## config.mk

```make
export PLATFORM = sky130hd
export DESIGN_NAME = dcache_bank_flat
export DESIGN_NICKNAME = d
export VERILOG_FILES = /design/src/hdl/cache_geom_pkg.sv /design/src/hdl/bank_if.sv /design/src/hdl/dcache_bank.sv /design/src/flat_wrapper.sv
export SDC_FILE = /design/constraint.sdc
export NUM_CORES = 2
export LEC_CHECK = 0
export ABC_AREA = 1
export BUFFER_PORTS_ARGS = -buffer_cell sky130_fd_sc_hd__buf_2
export CAP_MARGIN = 20
export CELL_PAD_IN_SITES_DETAIL_PLACEMENT = 1
export CELL_PAD_IN_SITES_GLOBAL_PLACEMENT = 1
export CORE_MARGIN = 8
export CORE_UTILIZATION = 29
export DETAILED_ROUTE_END_ITERATION = 8
export GPL_TIMING_DRIVEN = 0
export HOLD_SLACK_MARGIN = 0.02
export PLACE_DENSITY_LB_ADDON = 0.1
export SYNTH_ARGS = -nofsm -noshare
export SYNTH_HDL_FRONTEND = slang
export SYNTH_SLANG_ARGS = --single-unit
```

## constraint.sdc

```tcl
create_clock -name clk -period 2.31 [get_ports clk]
set_input_delay 0.3465 -clock clk [delete_from_list [all_inputs] [get_ports clk]]
set_output_delay 0.3465 -clock clk [all_outputs]
set_load 0.05 [all_outputs]
```

## src/hdl/cache_geom_pkg.sv

```systemverilog
`default_nettype none

package cache_geom_pkg;

    localparam int ADDR_W        = 32;
    localparam int LINE_BYTES    = 16;
    localparam int LINE_W        = LINE_BYTES * 8;
    localparam int OFFSET_W      = $clog2(LINE_BYTES);   // addr[3:0]

    // two banks, split by line number parity
    localparam int NUM_BANKS     = 2;
    localparam int BANK_W        = $clog2(NUM_BANKS);    // addr[4]

    localparam int SETS_PER_BANK = 16;
    localparam int INDEX_W       = $clog2(SETS_PER_BANK); // addr[8:5]

    localparam int LINE_NUM_W    = ADDR_W - OFFSET_W;
    localparam int TAG_W         = ADDR_W - OFFSET_W - BANK_W - INDEX_W; // addr[31:9]

    typedef logic [ADDR_W-1:0]   addr_t;
    typedef logic [LINE_W-1:0]   line_t;   // byte 0 in bits 7:0
    typedef logic [INDEX_W-1:0]  index_t;
    typedef logic [TAG_W-1:0]    ctag_t;
    typedef logic [OFFSET_W-1:0] offset_t;

endpackage

`default_nettype wire

```

## src/hdl/bank_if.sv

```systemverilog
`timescale 1ns/1ns
`default_nettype none

interface bank_if import cache_geom_pkg::*; ();

    // lookup of one candidate line
    logic   lookup_valid;
    index_t lookup_index;
    ctag_t  lookup_tag;

    // whole-line fill
    logic   fill_valid;
    index_t fill_index;
    ctag_t  fill_tag;
    line_t  fill_line;

    logic   rd_hit;    // one clock after lookup_valid
    line_t  rd_line;

    modport split (
        output lookup_valid, lookup_index, lookup_tag,
        output fill_valid, fill_index, fill_tag, fill_line
    );

    modport bank (
        input  lookup_valid, lookup_index, lookup_tag,
        input  fill_valid, fill_index, fill_tag, fill_line,
        output rd_hit, rd_line
    );

    modport merge (
        input  rd_hit, rd_line
    );

endinterface

`default_nettype wire

```

## src/hdl/dcache_bank.sv

```systemverilog
`timescale 1ns/1ns
`default_nettype none

module dcache_bank import cache_geom_pkg::*; (
    input  logic clk,
    input  logic rst_n_i,
    bank_if.bank bus_io
);

    logic [SETS_PER_BANK-1:0] valid_q;
    ctag_t                    tag_mem  [SETS_PER_BANK];
    line_t                    line_mem [SETS_PER_BANK];

    logic                     tag_match;
    logic                     rd_hit_q;
    line_t                    rd_line_q;

    // direct mapped, one way per set
    assign tag_match = valid_q[bus_io.lookup_index] &&
                       (tag_mem[bus_io.lookup_index] == bus_io.lookup_tag);

    // valid bits
    always_ff @(posedge clk or negedge rst_n_i) begin
        if (!rst_n_i) begin
            valid_q <= '0;
        end else if (bus_io.fill_valid) begin
            valid_q[bus_io.fill_index] <= 1'b1;
        end
    end

    // tag and data arrays, written at the edge
    always_ff @(posedge clk) begin
        if (bus_io.fill_valid) begin
            tag_mem[bus_io.fill_index]  <= bus_io.fill_tag;
            line_mem[bus_io.fill_index] <= bus_io.fill_line;
        end
    end

    // registered lookup
    // a fill in the same cycle is not seen yet
    always_ff @(posedge clk or negedge rst_n_i) begin
        if (!rst_n_i) begin
            rd_hit_q <= 1'b0;
        end else begin
            rd_hit_q <= bus_io.lookup_valid && tag_match;
        end
    end

    always_ff @(posedge clk) begin
        if (bus_io.lookup_valid) begin
            rd_line_q <= line_mem[bus_io.lookup_index];
        end
    end

    assign bus_io.rd_hit  = rd_hit_q;
    assign bus_io.rd_line = rd_line_q;

endmodule

`default_nettype wire

```

## src/flat_wrapper.sv

```systemverilog
// flat-port wrapper written by rule: the top's interface ports become plain ports
module dcache_bank_flat import cache_geom_pkg::*;
  (clk, rst_n_i, bus_io_lookup_valid, bus_io_lookup_index, bus_io_lookup_tag, bus_io_fill_valid, bus_io_fill_index, bus_io_fill_tag, bus_io_fill_line, bus_io_rd_hit, bus_io_rd_line);
  bank_if bus_io_i ();
  input  logic clk;
  input  logic rst_n_i;
  input wire logic [$bits(bus_io_i.lookup_valid)-1:0] bus_io_lookup_valid;
  input wire logic [$bits(bus_io_i.lookup_index)-1:0] bus_io_lookup_index;
  input wire logic [$bits(bus_io_i.lookup_tag)-1:0] bus_io_lookup_tag;
  input wire logic [$bits(bus_io_i.fill_valid)-1:0] bus_io_fill_valid;
  input wire logic [$bits(bus_io_i.fill_index)-1:0] bus_io_fill_index;
  input wire logic [$bits(bus_io_i.fill_tag)-1:0] bus_io_fill_tag;
  input wire logic [$bits(bus_io_i.fill_line)-1:0] bus_io_fill_line;
  output wire logic [$bits(bus_io_i.rd_hit)-1:0] bus_io_rd_hit;
  output wire logic [$bits(bus_io_i.rd_line)-1:0] bus_io_rd_line;
  assign bus_io_i.lookup_valid = bus_io_lookup_valid;
  assign bus_io_i.lookup_index = bus_io_lookup_index;
  assign bus_io_i.lookup_tag = bus_io_lookup_tag;
  assign bus_io_i.fill_valid = bus_io_fill_valid;
  assign bus_io_i.fill_index = bus_io_fill_index;
  assign bus_io_i.fill_tag = bus_io_fill_tag;
  assign bus_io_i.fill_line = bus_io_fill_line;
  assign bus_io_rd_hit = bus_io_i.rd_hit;
  assign bus_io_rd_line = bus_io_i.rd_line;
  dcache_bank u_core (.clk(clk), .rst_n_i(rst_n_i), .bus_io(bus_io_i));
endmodule
```

# After elaboration in Yosys (flattened, before gate mapping)
# Memories as Yosys holds them, arrays and structs flattened. A register that Yosys moved wholly into a read port is not among the register bits.
# Cells that the tools add are included.
# classes
magnitude_cmp,3
eq_ne,1
n_mux,6
n_bitwise,1
n_reduce_logical,3
# op_table
operator,n
== test 23 bit,1
OR 16 bit,1
"< comparator 4 x 5 -> 1 bit, second input constant",2
binary-select mux 1 bit (select 4 bit),1
demux 1 bit (select 4 bit),1
">= comparator 4 x 1 -> 1 bit, second input constant",1
2-to-1 mux 1 bit,4
logical AND 1 bit,3
# totals
regBits,17
mem_bits_rw,2416
word_cells,18
n_memories,2
# memory_table
name,depth,word_bits,rd,rd_clocked_by_memory_dff,wr,line,source
u_core.line_mem,16,128,1,1,1,dcache_bank.sv:12,line_t line_mem [SETS_PER_BANK];
u_core.tag_mem,16,23,1,0,1,dcache_bank.sv:11,ctag_t tag_mem [SETS_PER_BANK];

# Longest topological paths before layout
# logic_depth
word_depth,5
mapped_depth,17
ltp_nobuf,15

# Least setup slack after synthesis
# OpenSTA, ideal clock, no wires.
# synth_timing
path_type,input -> register
from,input bus_io_fill_index[1]
to,register u_core.valid_q[0]
arrival_time_ns,7.519
required_ns,2.205
path_slack_ns,-5.315
path_stages,4
n_path_buf,0
cell_sequence,inv_1 -> nand3_1 -> nor2_1 -> or2_2
# synth_via
elab_chain_len,5
elab_cells_between_ends,6
cone_classes,order compare: 2; mux: 2; bitwise: 1; reduce/logical: 1
# synth_rtl
element,line,source
from (decl),flat_wrapper.sv:11,input wire logic [$bits(bus_io_i.fill_index)-1:0] bus_io_fill_index;
< comparator 4 x 5 -> 1 bit (not written as such) / >= comparator 4 x 1 -> 1 bit (equally long branches),dcache_bank.sv:27,valid_q[bus_io.fill_index] <= 1'b1;
logical AND 1 bit (not written as such),dcache_bank.sv:27,
2-to-1 mux 1 bit (not written as such),dcache_bank.sv:27,
demux 1 bit (select 4 bit) (*),--,
OR 16 bit (no source line) (*),--,
to (signal assigned),dcache_bank.sv:25,valid_q <= '0;
"to (signal, indexed assignment)",dcache_bank.sv:27,
to (decl),dcache_bank.sv:10,logic [SETS_PER_BANK-1:0] valid_q;
# Mark *: on every way between the ends. The rest lies on a longest branch, timed or not.
# A chain may end at the register's enable or synchronous reset.

==> results.yml <==
yosys:
  synth_area_leaders: "edfxtp_1 (77%), o21ai_0 (5.8%), nor2_1 (4.5%)"
  seq_area_frac_synth: 0.7779
  yosys-mux-area-fraction: 0.001115
  synth.avg_cell_area_sq_um: 13.82
  yosys.area.top_type_share: 0.7736
  ys_async_sr_fraction: 0.006638
  synth_nets: 7334
  synth_top_family_by_area: "compound AO/OA/AOI/OAI gates"
  yosysMostFrequentCell: "edfxtp_1"
  synth_cell_type_count: 25
  synthXorXnorAreaFrac: 0
  synthTopCellsByCount: "edfxtp_1 (2544), nor2_1 (1178), o21ai_0 (1138)"
  yosys_warnings: 0
  synth-simple-area-share: 0.08612
  synthAdderAreaFrac: 0
  ys.flop_type: "edfxtp_1"
  synth_compound_area_frac: 0.1067
  ys_ff_latch: 2561
  synth_edf_count: 2544
  yosysTopAreaCell: "edfxtp_1"
  syn-cell-area_sq_mm: 0.09876
  synthCells: 7148
power:
  ir_drop_mv: 0.5095
  internal-power_mw: 80.99
  p_per_area_mw_per_mm2: 885.4
  swShare: 0.2480
  p_leak_nw: 40.65
  power_frac_clock: 0.430
  power_frac_comb: 0.082
  p_switching_mw: 26.71
  finalPower_mw: 107.7
  seqPwrFrac: 0.488
setup_path:
  crit_chain: "buf_4 > buf_4 > clkbuf_2 > clkbuf_4 > o221ai_1 > o211ai_1 > nand2_1"
  cp.arrival_ns: 2.91
  slowest_delay_ns: 0.61
  r2r_setup_slack_ns: 0.17
  rr_endpoint: "u_core.bus_io.rd_hit$_DFF_PN0_"
  r2r-start: "u_core.valid_q[4]$_DFFE_PN0P_"
  critical_path_cell_count: 7
  cp-endpoint: "u_core.bus_io.rd_line[2]$_DFFE_PP_"
  endpoint_kind: "flop"
  criticalPathCategory: "input pin to flop"
  cp-startpoint: "bus_io_lookup_index[2]"
  crit_buf_inv: 4
  cp_top_family: "buffers and inverters"
  path_max_fanout: 11
  cp.required_ns: 2.88
  r2r.worst_path.cells: 14
  worstSetupStartpointType: "input pin"
  cpMostUsedCell: "buf_4"
  cpMaxStageDelayCell: "clkbuf_2"
die:
  initial_core_util: 0.2911
  coreArea_sq_mm: 0.3392
  die_h_um: 599.6
  fp-row-count: 214
  io_pins: 315
  die_area_sq_mm: 0.3595
  die_w_um: 599.6
clock_network:
  cts_root_buffer: "clkbuf_16"
  clk_path_buf_depth: 4
  clkSinkCount: 2561
  htree_levels: 5
  cts_tree: "yes"
  path_clk_slew_ns: 0.05
  numCtsBuffers: 306
  clock_latency_ns: 0.91
global_routing:
  grt_pass1_vias: 69170
  busiest_layer: "met2"
  gr-usage-met1: 0.3197
  grt_max_degree: 70
  grt.overflow.total: 0
  groute.layer.met3.usage: 0.03191
  antenna_found_initial: 86
  grt_use_total: 0.2361
  grt_pass1_wl_um: 593300
  use_met2: 0.3999
finish:
  drive_gt1_frac: 0.1591
  register_area_sq_mm: 0.07682
  fill_cells: 35400
  layout.nets: 8313
  multi_input_area_sq_mm: 0.01950
  area_growth_pct: 23.17
drt:
  drc: 0
  drtPass1Iterations: 7
  vias_per_cell: 5.251
  routed-via-count: 67790
  drt_iter0_drc: 5960
  drt_wl_total_um: 438200
  ant_nets: 0
  wire_per_inst_um: 33.95
flow_run:
  maxCapViolations: 0
status:
  outcome: "finished, violations left"
  violations: "setup timing"
sta:
  timing.hold.ws_ns: 0.09198
  fin_tns_setup_ns: -0.1007
  fin_ws_ns: -0.03724
  worst_slew_pin_slew_ns: 1.221
  max_clock_freq_mhz: 426.0
  clock_skew_ns: 0.03269
  rsz0062_at_grt: "yes"
  hold_viol_final: 0
  finalCritPeriodShare: 1.016
  report.final.slew_viol_count: 0
  relSlewSlack: 0.1860
  period_minus_slack_ns: 2.347
  finalSetupViolCount: 11
hold_path:
  holdCritPathClass: "input pin to flop"
placement:
  gp_congestion: 0.7597
  post-dp-hpwl_um: 296100
  io_buffer_count: 312
power groups by stage:
stage	sequential, mW	clock [mW]	combinational, mW
CTS	52.6	47.3	8.87
floorplan	54.2	0	2.99
global placement	53.7	0	8.05
global route	52.7	48.8	9.26
finish	52.6	46.3	8.79
detailed placement	53.6	0	8.42
metal layers:
| metal | wire, um | share of wire |
|---|---|---|
| met1 | 191800 | 0.44 |
| met2 | 210500 | 0.48 |
| met3 | 22320 | 0.051 |
| met4 | 13410 | 0.031 |
| met5 | 149 | 0.00034 |
worst min-delay path by stage:
| stage | startpoint | end | slack, ns | cells after the start |
|---|---|---|---|---|
| floorplan | rst_n_i | u_core.bus_io.rd_hit$_DFF_PN0_ | 0.05 | 0 |
| global placement | rst_n_i | u_core.valid_q[5]$_DFFE_PN0P_ | 0.34 | 1 |
| detailed placement | rst_n_i | u_core.valid_q[5]$_DFFE_PN0P_ | 0.35 | 1 |
| CTS | bus_io_lookup_tag[12] | u_core.bus_io.rd_hit$_DFF_PN0_ | 0.03 | 6 |
| global route | bus_io_lookup_tag[1] | u_core.bus_io.rd_hit$_DFF_PN0_ | 0.07 | 6 |
| finish | bus_io_fill_index[0] | u_core.tag_mem[1][22]$_DFFE_PP_ | 0.09 | 3 |
logic make-up after synthesis:
| group | count (synthesis) |
|---|---|
| AO/OA/AOI/OAI | 1799 |
| buffers and inverters | 641 |
| flip-flops | 2561 |
| multiplexers | 11 |
| AND/OR/NAND/NOR | 2136 |
through the flow:
step	area (sq um)	cells	worst slack (ns)	util
2_1_floorplan	98960	7148	-0.9844	-
3_3_place_gp	106200	12000	-5.507	0.3130
3_5_place_dp	109700	12170	-2.464	0.3234
4_1_cts	121400	12880	-0.03593	0.3579
5_1_grt	121600	12890	-0.002434	0.3584
6_report	121600	12910	-0.03724	0.3586
sequential cells by signal, indices dropped and copies added, names as in the netlist:
| signal | count |
|---|---|
| u_core.tag_mem | 368 |
| u_core.valid_q | 16 |
| u_core.bus_io.rd_hit | 1 |
| u_core.line_mem | 2048 |
| u_core.bus_io.rd_line | 128 |
area by class of cell:
type | count | share of cell area
multi-input cells | 3946 | 0.1603
flip-flops and latches | 2561 | 0.6315
inverters | 138 | 0.004382
plain buffers | 503 | 0.02365
diodes | 21 | 0.0004320
repair buffers | 671 | 0.05682
clock inverters | 127 | 0.008702
well taps | 4536 | 0.04666
clock buffers | 405 | 0.06749
worst register-to-register path: cells and delay by family (launching register included):
kind          cells  cell delay [ns]
buf+inv           1             0.05
simple gates     13             1.62
flops             1             0.32
cells in the final DEF, fill, tap and decap left out, types with 80 or more instances in the layout:
master         synthesis  layout
buf_12                 0     135
buf_2                127     388
buf_4                 28      80
clkbuf_1             306     192
clkbuf_16              0     314
clkbuf_2               0     178
dlygate4sd3_1          0     177
edfxtp_1            2544    2544
inv_1                135     131
nand2_1              587     581
nand3_1              355     350
nor2_1              1178    1161
o21ai_0             1138    1130
o221ai_1             248     246
o22ai_1              302     287
repair_timing:
item                        CTS  global route
gates resized for setup     310            87
setup endpoints to repair   129            96
pin swaps                     4             1
hold endpoints to repair   2497             0
hold buffers                177             0
setup buffers                 0            10
Note: power is estimated with default switching activity, not from simulation.
